==> src/stk_pkg.sv <==
// Stack-cache invalidate package
// Shared sizes, ids and FSM encoding

package stk_pkg;

  // Number of engines sharing the invalidate pipe
  localparam int ENG_N = 4;

  // Width of an engine id
  localparam int ENGID_W = 2;

  // Lines held by each engine's stack cache
  localparam int LINE_N = 4;

  // Width of a line index within one engine
  localparam int LINE_W = 2;

  // Depth of the pending command queue in the sequencer
  localparam int QUEUE_N = 2;

  // Width of the one-hot sequencer state
  localparam int STATE_W = 3;

  // Engine id as carried on every port of the pipe
  typedef logic [ENGID_W-1:0] engid_t;

  // Line index inside one engine's stack cache
  typedef logic [LINE_W-1:0] line_t;

  // Sequencer states, one-hot encoded
  // IDLE waits for a queued command
  // ISSUE walks the lines of the popped engine
  // DRAIN waits for the writeback that frees the next slot
  typedef enum logic [STATE_W-1:0] {
    IDLE  = 3'b001,
    ISSUE = 3'b010,
    DRAIN = 3'b100
  } inv_state_t;

endpackage : stk_pkg

==> src/queue_rf.sv <==
// Register-file FIFO
// Registered full and empty flags

`timescale 1ns/1ps

module queue_rf #(
  parameter int N = 2
, parameter int W = 2
) (
  input wire logic          i_push
, input wire logic [W-1:0]  i_push_dat
, input wire logic          i_pop
, output wire logic [W-1:0] o_pop_dat
, output wire logic         o_full_r
, output wire logic         o_empty_r
, input wire logic          clk
, input wire logic          i_rst_n
);

  // A depth of one still needs a one-bit pointer
  localparam int PTR_W = (N > 1) ? $clog2(N) : 1;

  logic [W-1:0]     mem_r [N];
  logic [PTR_W-1:0] wr_ptr_r;
  logic [PTR_W-1:0] rd_ptr_r;
  logic [PTR_W-1:0] wr_ptr_nxt;
  logic [PTR_W-1:0] rd_ptr_nxt;
  logic             full_r;
  logic             empty_r;
  logic             full_nxt;
  logic             empty_nxt;
  logic             push_ok;
  logic             pop_ok;

  // Pointers wrap at N so any depth works, not only powers of two
  function automatic logic [PTR_W-1:0] ptr_inc(input logic [PTR_W-1:0] p);
    return (p == PTR_W'(N - 1)) ? '0 : p + 1'b1;
  endfunction

  // A push while full and a pop while empty are both dropped
  assign push_ok = i_push & ~full_r;
  assign pop_ok  = i_pop & ~empty_r;

  assign wr_ptr_nxt = push_ok ? ptr_inc(wr_ptr_r) : wr_ptr_r;
  assign rd_ptr_nxt = pop_ok ? ptr_inc(rd_ptr_r) : rd_ptr_r;

  // Flags only move when exactly one side is active
  always_comb begin
    full_nxt  = full_r;
    empty_nxt = empty_r;
    if (push_ok && !pop_ok) begin
      full_nxt  = (wr_ptr_nxt == rd_ptr_nxt);
      empty_nxt = 1'b0;
    end else if (pop_ok && !push_ok) begin
      empty_nxt = (rd_ptr_nxt == wr_ptr_nxt);
      full_nxt  = 1'b0;
    end
  end

  always_ff @(posedge clk) begin
    if (!i_rst_n) begin
      wr_ptr_r <= '0;
      rd_ptr_r <= '0;
      full_r   <= 1'b0;
      empty_r  <= 1'b1;
    end else begin
      wr_ptr_r <= wr_ptr_nxt;
      rd_ptr_r <= rd_ptr_nxt;
      full_r   <= full_nxt;
      empty_r  <= empty_nxt;
    end
  end

  // Storage is written only on an accepted push
  always_ff @(posedge clk) begin
    if (push_ok) begin
      mem_r[wr_ptr_r] <= i_push_dat;
    end
  end

  // Head entry is visible whenever the queue is not empty
  assign o_pop_dat = mem_r[rd_ptr_r];
  assign o_full_r  = full_r;
  assign o_empty_r = empty_r;

endmodule : queue_rf

==> src/stk_pipe_ad_inv.sv <==
// Stack-cache invalidate sequencer

`timescale 1ns/1ps

module stk_pipe_ad_inv (
  // Command enqueue
  input wire logic              i_push
, input wire stk_pkg::engid_t   i_push_dat
, output wire logic             o_full_r
  // Per-line issue to the execute pipe
, input wire logic              i_iss_ack
, output wire logic             o_iss_req
, output wire stk_pkg::engid_t  o_iss_engid
, output wire stk_pkg::line_t   o_iss_line
, output wire logic             o_iss_islast
  // Writeback feedback from the execute pipe
, input wire logic              i_wrbk_vld_r
, input wire stk_pkg::engid_t   i_wrbk_engid_r
, input wire logic              i_wrbk_nxtlast_r
, input wire logic              i_wrbk_islast_r
  // Clock and reset
, input wire logic              clk
, input wire logic              i_rst_n
);

  stk_pkg::inv_state_t state_r;
  stk_pkg::inv_state_t state_nxt;
  stk_pkg::engid_t     engid_r;
  stk_pkg::line_t      line_r;
  stk_pkg::engid_t     pop_dat;
  logic                empty_r;
  logic                pop;
  logic                iss_acc;
  logic                is_last;
  logic                drain_done;

  // Pending invalidate commands, one engine id per entry
  queue_rf #(.N(stk_pkg::QUEUE_N), .W(stk_pkg::ENGID_W)) u_cmd_q (
    .i_push     (i_push)
  , .i_push_dat (i_push_dat)
  , .i_pop      (pop)
  , .o_pop_dat  (pop_dat)
  , .o_full_r   (o_full_r)
  , .o_empty_r  (empty_r)
  , .clk        (clk)
  , .i_rst_n    (i_rst_n)
  );

  // A command leaves the queue only from IDLE
  assign pop = (state_r == stk_pkg::IDLE) & ~empty_r;

  // Transfer to the execute pipe on req and ack together
  assign iss_acc = o_iss_req & i_iss_ack;

  assign is_last = (line_r == stk_pkg::line_t'(stk_pkg::LINE_N - 1));

  // The nxtlast writeback of our own engine frees the sequencer, so the
  // next command can start while the final line is still in the pipe
  // An islast writeback releases it too, which only matters when the
  // cache is too small to have a nxtlast line
  assign drain_done = i_wrbk_vld_r
                    & (i_wrbk_nxtlast_r | i_wrbk_islast_r)
                    & (i_wrbk_engid_r == engid_r);

  always_comb begin
    state_nxt = state_r;
    unique case (state_r)
      stk_pkg::IDLE: begin
        if (!empty_r) begin
          state_nxt = stk_pkg::ISSUE;
        end
      end
      stk_pkg::ISSUE: begin
        // Stay here until the last line has been taken
        if (iss_acc && is_last) begin
          state_nxt = stk_pkg::DRAIN;
        end
      end
      stk_pkg::DRAIN: begin
        if (drain_done) begin
          state_nxt = stk_pkg::IDLE;
        end
      end
      default: begin
        state_nxt = stk_pkg::IDLE;
      end
    endcase
  end

  always_ff @(posedge clk) begin
    if (!i_rst_n) begin
      state_r <= stk_pkg::IDLE;
      line_r  <= '0;
    end else begin
      state_r <= state_nxt;
      // Line walk restarts at zero for every popped command
      if (pop) begin
        line_r <= '0;
      end else if (iss_acc) begin
        line_r <= line_r + stk_pkg::line_t'(1);
      end
    end
  end

  // Engine of the command being walked
  always_ff @(posedge clk) begin
    if (pop) begin
      engid_r <= pop_dat;
    end
  end

  // Request fields only change on ack, so they hold steady while waiting
  assign o_iss_req    = (state_r == stk_pkg::ISSUE);
  assign o_iss_engid  = engid_r;
  assign o_iss_line   = line_r;
  assign o_iss_islast = is_last;

endmodule : stk_pipe_ad_inv

==> src/stk_line_tbl.sv <==
// Per-engine stack-cache line table

`timescale 1ns/1ps

module stk_line_tbl (
  // Allocation from outside the pipe
  input wire logic              i_alloc_vld
, input wire stk_pkg::engid_t   i_alloc_engid
, input wire stk_pkg::line_t    i_alloc_line
, input wire logic              i_alloc_dirty
  // Combinational lookup from the execute pipe
, input wire stk_pkg::engid_t   i_rd_engid
, input wire stk_pkg::line_t    i_rd_line
, output wire logic             o_rd_valid
, output wire logic             o_rd_dirty
  // Invalidate write from the execute pipe
, input wire logic              i_clr_vld
, input wire stk_pkg::engid_t   i_clr_engid
, input wire stk_pkg::line_t    i_clr_line
  // Clock and reset
, input wire logic              clk
, input wire logic              i_rst_n
);

  // One valid and one dirty bit per line of every engine
  logic [stk_pkg::ENG_N-1:0][stk_pkg::LINE_N-1:0] valid_r;
  logic [stk_pkg::ENG_N-1:0][stk_pkg::LINE_N-1:0] dirty_r;
  logic [stk_pkg::ENG_N-1:0][stk_pkg::LINE_N-1:0] valid_nxt;
  logic [stk_pkg::ENG_N-1:0][stk_pkg::LINE_N-1:0] dirty_nxt;

  always_comb begin
    valid_nxt = valid_r;
    dirty_nxt = dirty_r;

    // Allocation marks the line present and may mark it dirty
    // A clean allocation leaves an existing dirty bit alone
    if (i_alloc_vld) begin
      valid_nxt[i_alloc_engid][i_alloc_line] = 1'b1;
      if (i_alloc_dirty) begin
        dirty_nxt[i_alloc_engid][i_alloc_line] = 1'b1;
      end
    end

    // Clear comes last so it beats an allocation of the same line
    if (i_clr_vld) begin
      valid_nxt[i_clr_engid][i_clr_line] = 1'b0;
      dirty_nxt[i_clr_engid][i_clr_line] = 1'b0;
    end
  end

  // The whole table starts empty
  always_ff @(posedge clk) begin
    if (!i_rst_n) begin
      valid_r <= '0;
      dirty_r <= '0;
    end else begin
      valid_r <= valid_nxt;
      dirty_r <= dirty_nxt;
    end
  end

  // Lookup sees registered state only, with no bypass of same-cycle writes
  assign o_rd_valid = valid_r[i_rd_engid][i_rd_line];
  assign o_rd_dirty = dirty_r[i_rd_engid][i_rd_line];

endmodule : stk_line_tbl

==> src/stk_pipe_exe.sv <==
// Invalidate execute pipe
// Lookup, clear, writeback and eviction

`timescale 1ns/1ps

module stk_pipe_exe (
  // Issue from the sequencer
  input wire logic              i_iss_req
, input wire stk_pkg::engid_t   i_iss_engid
, input wire stk_pkg::line_t    i_iss_line
, input wire logic              i_iss_islast
, output wire logic             o_iss_ack
  // Table lookup
, output wire stk_pkg::engid_t  o_rd_engid
, output wire stk_pkg::line_t   o_rd_line
, input wire logic              i_rd_valid
, input wire logic              i_rd_dirty
  // Table clear
, output wire logic             o_clr_vld
, output wire stk_pkg::engid_t  o_clr_engid
, output wire stk_pkg::line_t   o_clr_line
  // Writeback to the sequencer
, output wire logic             o_wrbk_vld_r
, output wire stk_pkg::engid_t  o_wrbk_engid_r
, output wire logic             o_wrbk_nxtlast_r
, output wire logic             o_wrbk_islast_r
  // Eviction of dirty lines
, output wire logic             o_evict_vld
, output wire stk_pkg::engid_t  o_evict_engid
, output wire stk_pkg::line_t   o_evict_line
, input wire logic              i_evict_rdy
  // Command completion
, output wire logic             o_done_vld
, output wire stk_pkg::engid_t  o_done_engid
  // Clock and reset
, input wire logic              clk
, input wire logic              i_rst_n
);

  logic            s1_vld_r;
  stk_pkg::engid_t s1_engid_r;
  stk_pkg::line_t  s1_line_r;
  logic            s1_islast_r;
  logic            wrbk_vld_r;
  stk_pkg::engid_t wrbk_engid_r;
  logic            wrbk_nxtlast_r;
  logic            wrbk_islast_r;
  logic            evict_vld_r;
  stk_pkg::engid_t evict_engid_r;
  stk_pkg::line_t  evict_line_r;
  logic            done_pend_r;
  stk_pkg::engid_t done_engid_r;
  logic            stall;
  logic            adv;
  logic            iss_acc;
  logic            evict_ld;

  // Freeze the pipe while an eviction waits on the consumer
  // A pending done also holds it, so no eviction of the next command
  // can slip ahead of this command's completion
  assign stall    = evict_vld_r & (~i_evict_rdy | done_pend_r);
  assign adv      = s1_vld_r & ~stall;
  assign iss_acc  = i_iss_req & ~stall;
  assign evict_ld = adv & i_rd_valid & i_rd_dirty;

  always_ff @(posedge clk) begin
    if (!i_rst_n) begin
      s1_vld_r    <= 1'b0;
      wrbk_vld_r  <= 1'b0;
      evict_vld_r <= 1'b0;
      done_pend_r <= 1'b0;
    end else begin
      if (!stall) begin
        s1_vld_r <= i_iss_req;
      end
      // Writeback pulses once per op as it leaves stage one
      wrbk_vld_r  <= adv;
      evict_vld_r <= evict_ld | (evict_vld_r & ~i_evict_rdy);
      if (adv && s1_islast_r) begin
        done_pend_r <= 1'b1;
      end else if (o_done_vld) begin
        done_pend_r <= 1'b0;
      end
    end
  end

  always_ff @(posedge clk) begin
    if (iss_acc) begin
      s1_engid_r  <= i_iss_engid;
      s1_line_r   <= i_iss_line;
      s1_islast_r <= i_iss_islast;
    end
    if (adv) begin
      wrbk_engid_r   <= s1_engid_r;
      wrbk_nxtlast_r <= (s1_line_r == stk_pkg::line_t'(stk_pkg::LINE_N - 2));
      wrbk_islast_r  <= s1_islast_r;
    end
    if (evict_ld) begin
      evict_engid_r <= s1_engid_r;
      evict_line_r  <= s1_line_r;
    end
    if (adv && s1_islast_r) begin
      done_engid_r <= s1_engid_r;
    end
  end

  assign o_iss_ack = ~stall;

  // Stage one reads the table and clears the line as it advances
  assign o_rd_engid  = s1_engid_r;
  assign o_rd_line   = s1_line_r;
  assign o_clr_vld   = adv;
  assign o_clr_engid = s1_engid_r;
  assign o_clr_line  = s1_line_r;

  assign o_wrbk_vld_r     = wrbk_vld_r;
  assign o_wrbk_engid_r   = wrbk_engid_r;
  assign o_wrbk_nxtlast_r = wrbk_nxtlast_r;
  assign o_wrbk_islast_r  = wrbk_islast_r;

  assign o_evict_vld   = evict_vld_r;
  assign o_evict_engid = evict_engid_r;
  assign o_evict_line  = evict_line_r;

  // Done waits until the command's last eviction has been taken
  assign o_done_vld   = done_pend_r & ~evict_vld_r;
  assign o_done_engid = done_engid_r;

endmodule : stk_pipe_exe

==> src/stk_inv_top.sv <==
// Stack-cache invalidate top level

`timescale 1ns/1ps

module stk_inv_top (
  input wire logic              clk
, input wire logic              i_rst_n
  // Command enqueue
, input wire logic              i_push
, input wire stk_pkg::engid_t   i_push_dat
, output wire logic             o_full_r
  // Line allocation
, input wire logic              i_alloc_vld
, input wire stk_pkg::engid_t   i_alloc_engid
, input wire stk_pkg::line_t    i_alloc_line
, input wire logic              i_alloc_dirty
  // Eviction output
, output wire logic             o_evict_vld
, output wire stk_pkg::engid_t  o_evict_engid
, output wire stk_pkg::line_t   o_evict_line
, input wire logic              i_evict_rdy
  // Completion
, output wire logic             o_done_vld
, output wire stk_pkg::engid_t  o_done_engid
);

  logic            iss_req;
  logic            iss_ack;
  stk_pkg::engid_t iss_engid;
  stk_pkg::line_t  iss_line;
  logic            iss_islast;
  logic            wrbk_vld_r;
  stk_pkg::engid_t wrbk_engid_r;
  logic            wrbk_nxtlast_r;
  logic            wrbk_islast_r;
  stk_pkg::engid_t rd_engid;
  stk_pkg::line_t  rd_line;
  logic            rd_valid;
  logic            rd_dirty;
  logic            clr_vld;
  stk_pkg::engid_t clr_engid;
  stk_pkg::line_t  clr_line;

  stk_pipe_ad_inv u_inv (
    .i_push (i_push), .i_push_dat (i_push_dat), .o_full_r (o_full_r)
  , .i_iss_ack (iss_ack), .o_iss_req (iss_req), .o_iss_engid (iss_engid)
  , .o_iss_line (iss_line), .o_iss_islast (iss_islast)
  , .i_wrbk_vld_r (wrbk_vld_r), .i_wrbk_engid_r (wrbk_engid_r)
  , .i_wrbk_nxtlast_r (wrbk_nxtlast_r), .i_wrbk_islast_r (wrbk_islast_r)
  , .clk (clk), .i_rst_n (i_rst_n)
  );

  stk_line_tbl u_tbl (
    .i_alloc_vld (i_alloc_vld), .i_alloc_engid (i_alloc_engid)
  , .i_alloc_line (i_alloc_line), .i_alloc_dirty (i_alloc_dirty)
  , .i_rd_engid (rd_engid), .i_rd_line (rd_line)
  , .o_rd_valid (rd_valid), .o_rd_dirty (rd_dirty)
  , .i_clr_vld (clr_vld), .i_clr_engid (clr_engid), .i_clr_line (clr_line)
  , .clk (clk), .i_rst_n (i_rst_n)
  );

  stk_pipe_exe u_exe (
    .i_iss_req (iss_req), .i_iss_engid (iss_engid), .i_iss_line (iss_line)
  , .i_iss_islast (iss_islast), .o_iss_ack (iss_ack)
  , .o_rd_engid (rd_engid), .o_rd_line (rd_line)
  , .i_rd_valid (rd_valid), .i_rd_dirty (rd_dirty)
  , .o_clr_vld (clr_vld), .o_clr_engid (clr_engid), .o_clr_line (clr_line)
  , .o_wrbk_vld_r (wrbk_vld_r), .o_wrbk_engid_r (wrbk_engid_r)
  , .o_wrbk_nxtlast_r (wrbk_nxtlast_r), .o_wrbk_islast_r (wrbk_islast_r)
  , .o_evict_vld (o_evict_vld), .o_evict_engid (o_evict_engid)
  , .o_evict_line (o_evict_line), .i_evict_rdy (i_evict_rdy)
  , .o_done_vld (o_done_vld), .o_done_engid (o_done_engid)
  , .clk (clk), .i_rst_n (i_rst_n)
  );

endmodule : stk_inv_top

==> config.mk <==
export PLATFORM = sky130hd
export DESIGN_NAME = stk_inv_top
export DESIGN_NICKNAME = d
export VERILOG_FILES = /design/src/stk_pkg.sv /design/src/queue_rf.sv /design/src/stk_pipe_ad_inv.sv /design/src/stk_line_tbl.sv /design/src/stk_pipe_exe.sv /design/src/stk_inv_top.sv
export SDC_FILE = /design/constraint.sdc
export NUM_CORES = 1
export LEC_CHECK = 0
export BUFFER_PORTS_ARGS = -buffer_cell sky130_fd_sc_hd__buf_2
export CAP_MARGIN = 20
export CORE_MARGIN = 2
export CORE_UTILIZATION = 53
export DETAILED_ROUTE_END_ITERATION = 10
export PLACE_DENSITY = 0.79
export SLEW_MARGIN = 20
export SYNTH_ARGS = -nofsm -noshare
export SYNTH_HDL_FRONTEND = slang
export SYNTH_HIERARCHICAL = 1
export SYNTH_SLANG_ARGS = --single-unit
export TNS_END_PERCENT = 5
==> constraint.sdc <==
create_clock -name clk -period 1.9 [get_ports clk]
set_input_delay 0.38 -clock clk [delete_from_list [all_inputs] [get_ports clk]]
set_output_delay 0.38 -clock clk [all_outputs]
set_load 0.02 [all_outputs]
After elaboration in Yosys (flattened, before gate mapping). Memory sizes are Yosys's and may differ from the RTL's. A register that Yosys moved wholly into a read port is not among the register bits. Index checks and enable logic that the tools add are counted.

Add/subtract/negate cells: 3. $lt $le $gt $ge: 8. Equality and inequality tests: 11. Mux-type cells: 37. Bitwise operators: 26. Reduce and logical (&&, ||, !) cells: 14.

Operators by type and width (count): 16-bit two-way mux (5); 16-bit bitwise AND (2); 16-bit bitwise OR (2); 4-bit binary-select mux with 2-bit select (2); 4-bit demux with 2-bit select (2); 1-bit two-way mux (16); 4-bit two-way mux (4); 16-bit NOT (1); 1-bit bitwise AND (12); 2-bit by 3-bit less-than comparator with 1-bit output (second input constant) (4); 3-bit two-way mux (3); 3-bit one-hot mux with 3 select lines (1); 2-bit by 1-bit greater-or-equal comparator with 1-bit output (second input constant) (4); 1-bit logical AND (8); 1-bit NOT (6); 1-bit binary-select mux with 2-bit select (2); 1-bit demux with 2-bit select (2); 2-bit equality test (second input constant) (2); 2-bit inequality test (second input constant) (2); 2-bit nonzero test (2); 3-bit by 1-bit equality test with 1-bit output (second input constant) (1); 3-bit by 2-bit equality test with 1-bit output (second input constant) (1); 3-bit equality test (second input constant) (1); 1-bit bitwise OR (3); other kinds (8) (11).

Flip-flop bits (word level): 60. RAM bits: 4. Input port bits: 12. Output and inout port bits: 9. Word-level logic and storage cells: 127. Memories: 1.

Memory list: u_inv.u_cmd_q.mem_r (depth 2, width 2, read ports 1, clocked after Yosys merged registers in 1, wr ports 1, RTL line queue_rf.sv:23) `logic [W-1:0] mem_r [N];`.

Longest topological paths before layout.
Word-level depth: 11. Depth in mapped cells: 7. Depth with buffers taken out: 7.

Hierarchy. Netlist, hierarchy kept.

By module, submodules not included: stk_line_tbl (instances 1, cells each 160, area each 1455.1 µm², seq. area each 640.6 µm²); stk_pipe_exe (instances 1, cells each 41, area each 680.7 µm², seq. area each 530.5 µm²); queue_rf (instances 1, cells each 29, area each 382.9 µm², seq. area each 220.2 µm²); stk_pipe_ad_inv (instances 1, cells each 32, area each 360.3 µm², seq. area each 160.2 µm²).

Least setup slack after synthesis. Ideal clock, no wire load.

Kind: reg2reg. From: register u_exe.s1_engid_r[0], in the netlist u_exe/o_clr_engid[0]. To: register u_exe.evict_engid_r[0], in the netlist u_exe/o_evict_engid[0] (enable). Setup time: 0.258 ns. Arrival time: 1.657 ns. Data required time: 1.642 ns. Setup slack: -0.015 ns. Stages on the path, launching flop included: 7. Path buffers: 2. Period minus slack after synthesis: 1.915 ns. Cell sequence: edfxtp_1 -> buf_4 -> buf_6 -> mux4_2 -> a22oi_1 -> nand3_1 -> and4_1.

Elaborated cells between the ends (all ways): 10. Those cells by class: 8 x mux; 2 x bitwise.

RTL lines: start: declaration (RTL line stk_pipe_exe.sv:41) `stk_pkg::engid_t s1_engid_r;`; start signal: assignment (RTL line stk_pipe_exe.sv:89) `s1_engid_r <= i_iss_engid;`; 4-bit binary-select mux with 2-bit select (RTL line stk_line_tbl.sv:64) `assign o_rd_dirty = dirty_r[i_rd_engid][i_rd_line];`; 4-bit two-way mux (not written as such) (RTL line stk_line_tbl.sv:64); 1-bit binary-select mux with 2-bit select (RTL line stk_line_tbl.sv:64); 1-bit two-way mux (not written as such) (RTL line stk_line_tbl.sv:64); net rd_dirty (RTL line stk_inv_top.sv:39) `logic rd_dirty;`; 1-bit bitwise AND (RTL line stk_pipe_exe.sv:64) `assign evict_ld = adv & i_rd_valid & i_rd_dirty;`; net u_exe.evict_ld (RTL line stk_pipe_exe.sv:56) `logic evict_ld;`; end signal: assignment (RTL line stk_pipe_exe.sv:99) `evict_engid_r <= s1_engid_r;`; end: declaration (RTL line stk_pipe_exe.sv:49) `stk_pkg::engid_t evict_engid_r;`.

The timed path passes the listed nets, and every way through them passes these cells. The select of a mux whose other input is x is not followed. A chain may end at the register's enable or synchronous reset.

Final worst setup path.
From: register u_exe.s1_engid_r[0], in the netlist u_exe/o_clr_engid[0]. To: register u_exe.evict_line_r[1], in the netlist u_exe/o_evict_line[1] (enable).

Elaborated cells between the ends (all ways): 10. Those cells by class: 8 x mux; 2 x bitwise.

RTL lines: 4-bit binary-select mux with 2-bit select (RTL line stk_line_tbl.sv:64); 4-bit two-way mux (not written as such) (RTL line stk_line_tbl.sv:64); 1-bit binary-select mux with 2-bit select (RTL line stk_line_tbl.sv:64); 1-bit two-way mux (not written as such) (RTL line stk_line_tbl.sv:64); net rd_dirty (RTL line stk_inv_top.sv:39); 1-bit bitwise AND (RTL line stk_pipe_exe.sv:64); net u_exe.evict_ld (RTL line stk_pipe_exe.sv:56); end signal: assignment (RTL line stk_pipe_exe.sv:100) `evict_line_r <= s1_line_r;`; end: declaration (RTL line stk_pipe_exe.sv:50) `stk_pkg::line_t evict_line_r;`.

The timed path passes the listed nets, and every way through them passes these cells. The select of a mux whose other input is x is not followed.

==> results.cfg <==
[outcome]
outcome = finished, final reports clean

[finish]
final_area_sq_um = 3286
fin_cells = 366
seq_area_sq_um = 1551
multiInputGateArea_sq_um = 1262
layout_common_cells = 46 x dfxtp_1, 39 x nor2_1, 25 x a21oi_1
num_antenna_cells = 0
layout-drive-gt1-share_pct = 20.27
layout_commonest_cell = dfxtp_1
final_nets = 307
syn_to_final_growth_pct = 14.12
n_fill_cell = 379

[worst_hold_path]
min_path_cells = 1
hp-start = i_push_dat[1]
holdCritPathClass = input port to register
whs_endpoint = u_inv/u_cmd_q/mem_r[1][1]

[setup_path]
worstReg2RegEnd = u_exe/o_evict_line[1]
max_stage_delay_ps = 510
startpoint_type = register
path_delay_family = multiplexers
critPathCaptureType = register
crit_buf_inv = 1
cp.arrival_ps = 1970
crit_chain = buf_12 > mux4_2 > a22oi_2 > nand3_2 > and4_4
r2r_setup_slack_ps = 40
r2r_start = u_exe/o_clr_engid[0]
worst_path_max_delay_cell = mux4_2
crit_type = register to register
required_ps = 2010
rr_worst_depth = 5
crit_fanout = 8

[place]
place_congestion = 0.9195
place_hpwl_um = 4144
io_buffers = 20
dp.cells = 350
place_area_sq_um = 3082

[cts]
cts_tree = done
clk_pin_slew_ps = 70
cts_buffers = 9
root_buffer = clkbuf_8
cts_max_level = 3
clk_latency_ps = 340
cts_buffer_depth = 2
cts.sinks = 67
postCtsSetupRepairBufs = 0

[sta]
min_period_over_period_pct = 97.80
fin_crit_ps = 1858
fmax_mhz = 538.2
setup_viol = 0
drv_slew = 0
clock_skew_ps = 6.803
tightest_slew_ps = 481.6
finalHoldViolCount = 0
max-slew-margin-rel_pct = 67.89

[logic_synthesis]
netlist_instances = 262
syn_area_sq_um = 2879
ys_ff_latch = 67
syn_nets = 278
syn_avg_cell_area_sq_um = 10.99
synth_ff_type = dfxtp_1
async_reset_ff_share_pct = 0
synth_cell_types = 45
ys_seq_area_share_pct = 53.89
synth_edf_count = 21
yosys_warnings = 6

[global_route]
grt_pass1_wl_um = 9528
overflow = 0
antenna_found_initial = 0
track_usage_pct = 20.87
grt_max_degree = 31
grt_pass1_vias = 1965

[power_and_ir_drop]
p_clk_share_pct = 37.4
switching_power_uw = 730.0
p_int_uw = 2334
combPwrFrac_pct = 10.4
irDropWorstVdd_mv = 0.5006
swShare_pct = 23.83
sequentialPowerShare_pct = 52.2
p_leak_uw = 0.001279
power.density_nw_per_um2 = 932.5

[routing]
drtPass1Iterations = 5
first_iter_violations = 191
viasPerCell = 5.893
route.detailed.drc = 0
dr_total_vias = 2157
wl_per_cell_um = 16.48
ant_nets = 0
drt-total-wl_um = 6031

[floorplan]
core-area_sq_um = 5172
start_util_pct = 55.66
dieArea_sq_um = 6037
num_rows = 26
io_pins = 21
die_h_um = 77.70
die_w_um = 77.70

[job]
cap_violations = 0
-- how the worst max path moves through the flow --
stage | cells after the start | startpoint | slack (ps) | endpoint
detailed placement | 5 | u_exe/o_clr_engid[0] | 100 | u_exe/o_evict_engid[0]
global placement | 5 | u_exe/o_clr_engid[0] | 140 | u_exe/o_evict_engid[0]
finish | 5 | u_exe/o_clr_engid[0] | 40 | u_exe/o_evict_line[1]
global route | 5 | u_exe/o_clr_engid[0] | -30 | u_exe/o_evict_engid[1]
floorplan | 6 | u_exe/o_clr_engid[0] | 30 | u_exe/o_evict_engid[0]
CTS | 5 | u_exe/o_clr_engid[0] | 20 | u_exe/o_evict_engid[0]
-- final cells by class --
type,instances,area share [%]
Timing Repair Buffer,30,5.712
Clock buffer,13,4.532
Inverter,2,0.2285
Sequential cell,67,47.22
Clock inverter,3,1.219
Multi-Input combinational cell,181,38.42
Tap cell,70,2.666
-- state kept, by name, indices dropped and copies added, names as in the netlist, 2 cells and up, named ones only --
| name | cells |
|---|---|
| u_exe/o_evict_line | 2 |
| u_exe/o_clr_line | 2 |
| u_inv/state_r | 3 |
| u_inv/u_cmd_q/mem_r | 4 |
| u_exe/o_wrbk_engid_r | 2 |
| u_exe/o_clr_engid | 2 |
| u_exe/o_done_engid | 2 |
| u_inv/o_iss_line | 2 |
| u_exe/o_evict_engid | 2 |
| u_tbl/valid_r | 16 |
| u_tbl/dirty_r | 16 |
| u_inv/o_iss_engid | 2 |
-- cells by family (layout without fill, tap and decap cells) --
logic type	Yosys count	count (layout)	share of synthesized area (%)
XOR/XNOR	6	6	1.826
flip-flops	67	67	53.89
AO/OA/AOI/OAI	63	63	12.91
adder cells (fa/ha/maj)	4	4	1.738
multiplexers	12	12	8.257
AND/OR/NAND/NOR	96	96	18.51
buffers and inverters	14	48	2.868
-- stage by stage --
stage          worst slack, ps  power (uW)  hold slack, ps  util [%]  TNS, ps
4_1_cts                  20.24        3078           211.5     63.23        0
2_1_floorplan            26.38        1849           428.4         -        0
6_report                 41.84        3064           225.4     63.52        0
5_1_grt                 -30.69        3162           218.4     63.52   -121.9
3_3_place_gp             140.0        1931           442.8     59.58        0
3_5_place_dp             102.4        1943           450.2     59.58        0
-- routing by layer --
layer	routed length (um)	GRT usage [%]	part of all wire, %
met1	2680	29.05	44
met2	2654	29.40	44
met3	521	4.884	8.6
met4	175	12.86	2.9
met5	0	0	0
-- power by group through the flow --
stage	Combinational, uW	Clock, uW	Sequential (uW)
global route	350	1200	1610
floorplan	234	0	1620
finish	319	1150	1600
detailed placement	314	0	1630
global placement	305	0	1630
CTS	316	1160	1600
-- Yosys cell counts (all sizes together) (3+ instances only) --
cell type	instances	share of area (%)
a21boi	3	0.78
mux4	8	6.8
and2	5	1.1
nand2	8	1.0
nand2b	6	1.6
a21oi	25	4.3
edfxtp	21	22
nor2b	10	2.2
and3	3	0.65
dfxtp	46	32
nor2	39	5.1
xnor2	3	0.91
nand3	6	1.0
a31oi	8	1.7
a22oi	3	0.78
o21ai	18	3.5
xor2	3	0.91
ha	4	1.7
buf	6	1.8
and3b	3	0.91
clkbuf	6	0.78
nand3b	4	1.0
-- timing repair --
action                                  4_1_cts  5_1_grt
hold buffers                                  0        0
gates resized for setup                       0        3
endpoints found under the setup margin        0        4
No activity file was read; power rests on OpenSTA's default activity.
